[config.mk]
export PLATFORM = sky130hd
export DESIGN_NAME = conv_unit
export DESIGN_NICKNAME = d
export VERILOG_FILES = /design/src/conv_pkg.sv /design/src/conv_user_pkg.sv /design/src/conv_unit.sv /design/src/lane_accumulator.sv /design/src/mul_pipe.sv /design/src/step_buffer.sv
export SDC_FILE = /design/constraint.sdc
export NUM_CORES = 2
export LEC_CHECK = 0
export BUFFER_PORTS_ARGS = -buffer_cell sky130_fd_sc_hd__buf_2
export CAP_MARGIN = 30
export CORE_ASPECT_RATIO = 0.75
export CORE_UTILIZATION = 55
export CTS_CLUSTER_SIZE = 10
export DETAILED_ROUTE_END_ITERATION = 12
export PLACE_DENSITY = 0.72
export SKIP_CTS_REPAIR_TIMING = 1
export SLEW_MARGIN = 10
export SYNTH_ARGS = -nofsm -noshare
export SYNTH_HDL_FRONTEND = slang
export SYNTH_HIERARCHICAL = 1
export SYNTH_SLANG_ARGS = --single-unit
[constraint.sdc]
create_clock -name aclk -period 10.4 [get_ports aclk]
set_input_delay 1.04 -clock aclk [delete_from_list [all_inputs] [get_ports aclk]]
set_output_delay 1.04 -clock aclk [all_outputs]
set_load 0.005 [all_outputs]
[src/conv_pkg.sv]
/*
 * Convolution datapath package
 * Numeric sizes, pipeline depth and the fixed-point word types
 * shared by the column convolution unit and its lanes.
 */
package conv_pkg;

    // Kernel columns, one lane per column
    localparam int KERNEL_W = 3;

    // Pixel, weight and bias width
    localparam int DATA_W = 16;

    // Product and running sum width
    localparam int ACC_W = 32;

    // Register stages in the multiplier pipe
    localparam int MUL_DELAY = 3;

    // Signed fixed-point input word
    typedef logic signed [DATA_W-1:0] data_t;

    // Signed product and accumulator word
    typedef logic signed [ACC_W-1:0] acc_t;

    // One weight per kernel column, lane 0 in the low slot
    typedef data_t [KERNEL_W-1:0] weights_t;

endpackage
[src/conv_user_pkg.sv]
/*
 * Stream sideband package
 * Block flags and the beat record that travels down each lane.
 */
package conv_user_pkg;

    import conv_pkg::*;

    // Flags of a block, sampled on its first beat
    typedef struct packed {
        logic is_1x1;
        logic is_relu;
        logic cin_first;
    } user_t;

    // One pixel beat with its control bits
    typedef struct packed {
        logic  valid;
        data_t pixel;
        logic  last;
        user_t user;
    } beat_t;

endpackage

[src/conv_unit.sv]
/*
 * Column convolution unit
 * Staggers the pixel stream over the kernel columns, multiplies each
 * lane by its weight and accumulates blocks, chaining lane results.
 */
module conv_unit
    import conv_pkg::*;
    import conv_user_pkg::*;
(
    input  logic     aclk,
    input  logic     rst_n,
    input  logic     aclken,
    input  logic     s_valid,
    input  logic     s_last,
    input  data_t    s_pixel,
    input  weights_t s_weights,
    input  data_t    s_bias,
    input  user_t    s_user,
    output logic     m_valid [KERNEL_W],
    output acc_t     m_data  [KERNEL_W],
    output user_t    m_user  [KERNEL_W]
);

    beat_t    in_beat;
    beat_t    buf_beats [KERNEL_W];
    weights_t buf_weights;

    logic  mul_valid   [KERNEL_W];
    acc_t  mul_product [KERNEL_W];
    logic  mul_last    [KERNEL_W];
    user_t mul_user    [KERNEL_W];

    logic  lane_done   [KERNEL_W];
    acc_t  lane_result [KERNEL_W];

    data_t bias_q [MUL_DELAY];

    assign in_beat = '{valid: s_valid, pixel: s_pixel, last: s_last, user: s_user};

    step_buffer u_step_buffer (
        .aclk      (aclk),
        .rst_n     (rst_n),
        .aclken    (aclken),
        .s_beat    (in_beat),
        .s_weights (s_weights),
        .m_beats   (buf_beats),
        .m_weights (buf_weights)
    );

    // Bias follows lane 0 through the multiplier latency
    always_ff @(posedge aclk) begin
        if (aclken) begin
            bias_q[0] <= s_bias;
            for (int i = 1; i < MUL_DELAY; i++) begin
                bias_q[i] <= bias_q[i-1];
            end
        end
    end

    for (genvar k = 0; k < KERNEL_W; k++) begin : g_lane
        acc_t lane_init;
        logic prev_done;
        acc_t prev_result;

        // Lane 0 starts from the bias, the others from their neighbour
        if (k == 0) begin : g_head
            assign lane_init   = acc_t'(bias_q[MUL_DELAY-1]);
            assign prev_done   = 1'b0;
            assign prev_result = '0;
        end else begin : g_link
            assign lane_init   = '0;
            assign prev_done   = lane_done[k-1];
            assign prev_result = lane_result[k-1];
        end

        mul_pipe u_mul (
            .aclk      (aclk),
            .rst_n     (rst_n),
            .aclken    (aclken),
            .s_beat    (buf_beats[k]),
            .s_weight  (buf_weights[k]),
            .m_valid   (mul_valid[k]),
            .m_product (mul_product[k]),
            .m_last    (mul_last[k]),
            .m_user    (mul_user[k])
        );

        lane_accumulator u_acc (
            .aclk         (aclk),
            .rst_n        (rst_n),
            .aclken       (aclken),
            .s_valid      (mul_valid[k]),
            .s_product    (mul_product[k]),
            .s_last       (mul_last[k]),
            .s_user       (mul_user[k]),
            .init_value   (lane_init),
            .chain_done   (prev_done),
            .chain_result (prev_result),
            .m_valid      (m_valid[k]),
            .m_data       (m_data[k]),
            .m_user       (m_user[k]),
            .done         (lane_done[k]),
            .result       (lane_result[k])
        );
    end

endmodule

[src/lane_accumulator.sv]
/*
 * Lane accumulator
 * Sums the products of one block, starting from the bias or from the
 * result the previous lane finished. Applies ReLU on the output only.
 */
module lane_accumulator
    import conv_pkg::*;
    import conv_user_pkg::*;
(
    input  logic  aclk,
    input  logic  rst_n,
    input  logic  aclken,
    input  logic  s_valid,
    input  acc_t  s_product,
    input  logic  s_last,
    input  user_t s_user,
    input  acc_t  init_value,
    input  logic  chain_done,
    input  acc_t  chain_result,
    output logic  m_valid,
    output acc_t  m_data,
    output user_t m_user,
    output logic  done,
    output acc_t  result
);

    acc_t  held_q;
    acc_t  sum_q;
    acc_t  init_sum;
    acc_t  base;
    acc_t  sum_next;
    user_t blk_user_q;
    user_t blk_user;

    // Flags belong to the block, so hold those of its first beat
    assign blk_user = s_user.cin_first ? s_user : blk_user_q;

    // Chained part of the init is dropped for 1x1 blocks
    assign init_sum = init_value + (s_user.is_1x1 ? acc_t'(0) : held_q);
    assign base     = s_user.cin_first ? init_sum : sum_q;
    assign sum_next = base + s_product;

    always_ff @(posedge aclk) begin
        if (!rst_n) begin
            held_q  <= '0;
            m_valid <= 1'b0;
        end else if (aclken) begin
            if (chain_done) begin
                held_q <= chain_result;
            end
            m_valid <= s_valid && s_last;
        end
    end

    always_ff @(posedge aclk) begin
        if (aclken && s_valid) begin
            sum_q      <= sum_next;
            blk_user_q <= blk_user;
            if (s_last) begin
                result <= sum_next;
                m_user <= blk_user;
                // Negative sums clamp to zero, the chain keeps the raw value
                m_data <= (blk_user.is_relu && sum_next < 0) ? acc_t'(0) : sum_next;
            end
        end
    end

    // Next lane samples this on its own enabled edge
    assign done = m_valid;

endmodule

[src/mul_pipe.sv]
/*
 * Multiplier pipe
 * Signed pixel by weight product, carried with its valid, last and
 * flags through a fixed number of register stages.
 */
module mul_pipe
    import conv_pkg::*;
    import conv_user_pkg::*;
(
    input  logic  aclk,
    input  logic  rst_n,
    input  logic  aclken,
    input  beat_t s_beat,
    input  data_t s_weight,
    output logic  m_valid,
    output acc_t  m_product,
    output logic  m_last,
    output user_t m_user
);

    typedef struct packed {
        logic  valid;
        acc_t  product;
        logic  last;
        user_t user;
    } stage_t;

    data_t  pixel;
    stage_t stage_in;
    stage_t pipe_q [MUL_DELAY];

    assign pixel = s_beat.pixel;

    // Full-width signed product, no rounding
    assign stage_in = '{valid:   s_beat.valid,
                        product: acc_t'(pixel) * acc_t'(s_weight),
                        last:    s_beat.last,
                        user:    s_beat.user};

    always_ff @(posedge aclk) begin
        if (!rst_n) begin
            for (int i = 0; i < MUL_DELAY; i++) begin
                pipe_q[i].valid <= 1'b0;
            end
        end else if (aclken) begin
            pipe_q[0] <= stage_in;
            for (int i = 1; i < MUL_DELAY; i++) begin
                pipe_q[i] <= pipe_q[i-1];
            end
        end
    end

    assign m_valid   = pipe_q[MUL_DELAY-1].valid;
    assign m_product = pipe_q[MUL_DELAY-1].product;
    assign m_last    = pipe_q[MUL_DELAY-1].last;
    assign m_user    = pipe_q[MUL_DELAY-1].user;

endmodule

[src/step_buffer.sv]
/*
 * Step buffer
 * Delays lane k of the pixel stream and its weight by k cycles so the
 * kernel columns are staggered. A 1x1 block skips the delay lines.
 */
module step_buffer
    import conv_pkg::*;
    import conv_user_pkg::*;
(
    input  logic     aclk,
    input  logic     rst_n,
    input  logic     aclken,
    input  beat_t    s_beat,
    input  weights_t s_weights,
    output beat_t    m_beats [KERNEL_W],
    output weights_t m_weights
);

    logic  mode_1x1_q;
    logic  bypass;
    beat_t chain_in;

    // Mode is decided by the first beat and kept for the block
    assign bypass = (s_beat.valid && s_beat.user.cin_first) ? s_beat.user.is_1x1
                                                           : mode_1x1_q;

    always_ff @(posedge aclk) begin
        if (!rst_n) begin
            mode_1x1_q <= 1'b0;
        end else if (aclken && s_beat.valid && s_beat.user.cin_first) begin
            mode_1x1_q <= s_beat.user.is_1x1;
        end
    end

    // Bypassed beats leave a bubble in the chains
    always_comb begin
        chain_in = s_beat;
        if (bypass) begin
            chain_in.valid = 1'b0;
        end
    end

    // Lane 0 has no delay
    assign m_beats[0]   = s_beat;
    assign m_weights[0] = s_weights[0];

    for (genvar k = 1; k < KERNEL_W; k++) begin : g_lane
        beat_t beat_sr   [k];
        data_t weight_sr [k];

        always_ff @(posedge aclk) begin
            if (!rst_n) begin
                for (int i = 0; i < k; i++) begin
                    beat_sr[i].valid <= 1'b0;
                end
            end else if (aclken) begin
                beat_sr[0]   <= chain_in;
                weight_sr[0] <= s_weights[k];
                for (int i = 1; i < k; i++) begin
                    beat_sr[i]   <= beat_sr[i-1];
                    weight_sr[i] <= weight_sr[i-1];
                end
            end
        end

        assign m_beats[k]   = bypass ? s_beat : beat_sr[k-1];
        assign m_weights[k] = bypass ? s_weights[k] : weight_sr[k-1];
    end

endmodule

==> impl_metrics.py <==
metrics = {
    "run_status": {
        "status": "complete, no violations",
    },
    "place": {
        "gp_routability_congestion": 0.931,
        "dpl-instance-area_um2": 74100,
        "dp_hpwl_mm": 135,
        "numPortBuffers": 195,
    },
    "floorplan": {
        "dieArea_um2": 133000,
        "row_count": 114,
        "die_w_um": 421,
        "pin_count": 196,
        "dieHeight_um": 316,
        "core-area_um2": 130000,
        "initial_utilization_pct": 55.8,
    },
    "cells_and_area": {
        "fin_nets": 8150,
        "drive_above_1_share_pct": 8.26,
        "final_cell_area_um2": 77100,
        "area_growth_pct": 6.43,
    },
    "critical_path": {
        "path_buf_inv": 5,
        "cp_slowest_cell": "fa_1",
        "critical_path.most_common_cell": "fa_1",
        "worstSetupEndpointType": "flop",
        "r2r_start": "u_step_buffer/mode_1x1_q$_SDFFE_PN0P_",
        "cp-start-kind": "input pin",
        "critPathMaxStageDelay_ns": 0.98,
        "arrival_ns": 8.67,
        "cp_cell_sequence": "buf_2, and2_1, a21boi_4, buf_4, mux2_2, nand2_1, inv_1, fa_1, fa_1, fa_1, fa_1, fa_1, inv_1, fa_1, inv_1, ha_1, nand2_1, nor2_1, a211o_1, o31a_2, o41ai_2, mux2i_1",
        "critPathTopFamily": "adder cells",
        "r2r-end": "g_lane[2].u_mul/pipe_q[0][33]$_DFFE_PP_",
        "cp_max_fo": 22,
        "cp_data_required_time_ns": 10.82,
        "startpoint": "s_valid",
        "critical_path_class": "in -> reg",
        "r2r.worst_path.cells": 21,
        "r2r_slack_ns": 2.26,
    },
    "timing": {
        "worstMarginPinSlew_ns": 1.17,
        "drv_slew": 0,
        "setup_viol": 0,
        "finalSetupTns_ns": 0,
        "hold_viol": 0,
        "grt_setup_unrepaired": "no",
        "fin_crit_ns": 8.25,
        "skew_ns": 0.0861,
        "relSlewSlack_pct": 22.0,
        "max_clock_freq_ghz": 0.121,
        "finalCritPeriodShare_pct": 79.3,
    },
    "clock_tree": {
        "cts_tree": "done",
        "clkSinkCount": 845,
        "clk_pin_slew_worst_paths_ns": 0.07,
        "clk_latency_ns": 0.73,
        "clk_path_buf_depth": 3,
        "htreeDepth": 3,
        "ctsRootBufferMaster": "clkbuf_16",
        "cts-buffers-inserted": 98,
    },
    "min_path": {
        "hold_end": "u_step_buffer/g_lane[2].weight_sr[0][25]$_DFFE_PN_",
        "hold_depth": 0,
        "worstHoldStart": "u_step_buffer/g_lane[2].weight_sr[0][9]$_DFFE_PN_",
        "min_path_type": "reg -> reg",
    },
    "global_routing": {
        "overflow": 0,
        "grt.total_usage_pct": 26.5,
        "grt_pass1_wl_mm": 275,
        "grt_pass1_vias": 49000,
        "antenna_found_initial": 16,
        "grt_max_degree": 201,
    },
    "routing": {
        "wl_per_cell_um": 20.3,
        "detail_route.vias_per_cell": 5.61,
        "drt.antenna.violating_nets": 0,
        "drtIter0Drc": 4194,
        "drc": 0,
        "vias": 48500,
        "wirelength_mm": 176,
        "first_pass_iters": 6,
    },
    "synthesis": {
        "netlist_area_um2": 72500,
        "ys_warn_count": 6,
        "syn_inst": 6824,
        "avgSynthCellArea_um2": 10.6,
    },
    "job": {
        "cap_viol_max_count": 0,
    },
}
==> worst max-delay path by stage <==
| stage | to | slack [ns] | depth (start not counted) |
|---|---|---|---|
| after floorplan | g_lane[1].u_mul/pipe_q[0][35]$_DFFE_PP_ | 2.53 | 25 |
| after global placement | g_lane[2].u_mul/pipe_q[0][35]$_DFFE_PP_ | 1.63 | 22 |
| after detailed placement | g_lane[2].u_mul/pipe_q[0][35]$_DFFE_PP_ | 1.55 | 22 |
| after CTS | g_lane[2].u_mul/pipe_q[0][33]$_DFFE_PP_ | 2.27 | 22 |
| after global routing | g_lane[2].u_mul/pipe_q[0][35]$_DFFE_PP_ | 1.96 | 22 |
| final | g_lane[2].u_mul/pipe_q[0][33]$_DFFE_PP_ | 2.15 | 22 |
==> layout by cell type (no fill, tap or decap), drive strengths merged, types with 118 or more instances in the layout <==
cell	instances
a21o	118
a21oi	242
and2	395
and3	348
buf	229
clkbuf	153
edfxtp	745
fa	792
ha	435
inv	910
mux2	154
nand2	706
nor2	208
nor2b	169
o21ai	136
xnor2	145
==> metrics by stage <==
| stage | hold slack (ns) | utilization [%] | instances | worst slack (ns) |
|---|---|---|---|---|
| finish | 0.398 | 59.4 | 8649 | 2.15 |
| detailed placement | 0.405 | 57.1 | 8472 | 1.55 |
| floorplan | 0.400 | - | 6923 | 2.53 |
| CTS | 0.401 | 59.4 | 8641 | 2.27 |
| global placement | 0.401 | 57.0 | 8467 | 1.63 |
| global route | 0.412 | 59.4 | 8647 | 1.96 |
==> routing by layer <==
| metal | global-route usage, % | wire length, um | vias to the layer above | share of wire (%) |
|---|---|---|---|---|
| met5 | 0 | 26 | - | 0.015 |
| met4 | 7.28 | 4550 | 4 | 2.6 |
| met3 | 5.70 | 14200 | 233 | 8.1 |
| met2 | 39.8 | 76100 | 1640 | 43 |
| met1 | 39.0 | 80800 | 24100 | 46 |
| li1 | - | - | 22500 | - |
==> sequential cells by signal, summed over array words and instances, names as in the netlist <==
name / count
g_lane.u_acc/done: 3
bias_q: 48
g_lane.u_acc/m_data: 96
u_step_buffer/g_lane.beat_sr: 42
g_lane.u_acc/sum_q: 96
u_step_buffer/g_lane.weight_sr: 48
g_lane.u_acc/result: 64
g_lane.u_mul/pipe_q: 333
g_lane.u_acc/blk_user_q: 9
g_lane.u_acc/held_q: 96
u_step_buffer/mode_1x1_q: 1
g_lane.u_acc/m_user: 9
==> worst register-to-register path, cell delays in order, from the launching register on <==
cell,delay (ns)
dfxtp_1,0.35
a21bo_1,0.23
a21boi_4,0.71
buf_4,0.49
mux2_2,0.56
nand2_1,0.17
inv_1,0.07
fa_1,0.63
fa_1,0.98
fa_1,0.56
fa_1,0.52
fa_1,0.49
inv_1,0.05
fa_1,0.47
inv_1,0.04
ha_1,0.32
nand2_1,0.07
nor2_1,0.08
a211o_1,0.30
o31a_2,0.35
o41ai_2,0.33
mux2i_1,0.11
==> layout make-up <==
class	instances	area, um2
multi-input combinational	4753	42900
clock inverter	16	209
inverter	908	3420
sequential	845	24400
fill	10800	52700
timing repair buffer	229	1380
clock buffer	153	2700
antenna	5	12.5
tap	1740	2180
Power is left out: the tool's default activity adds up to more than one toggle a clock period on the data nets, which glitch-free logic cannot reach.
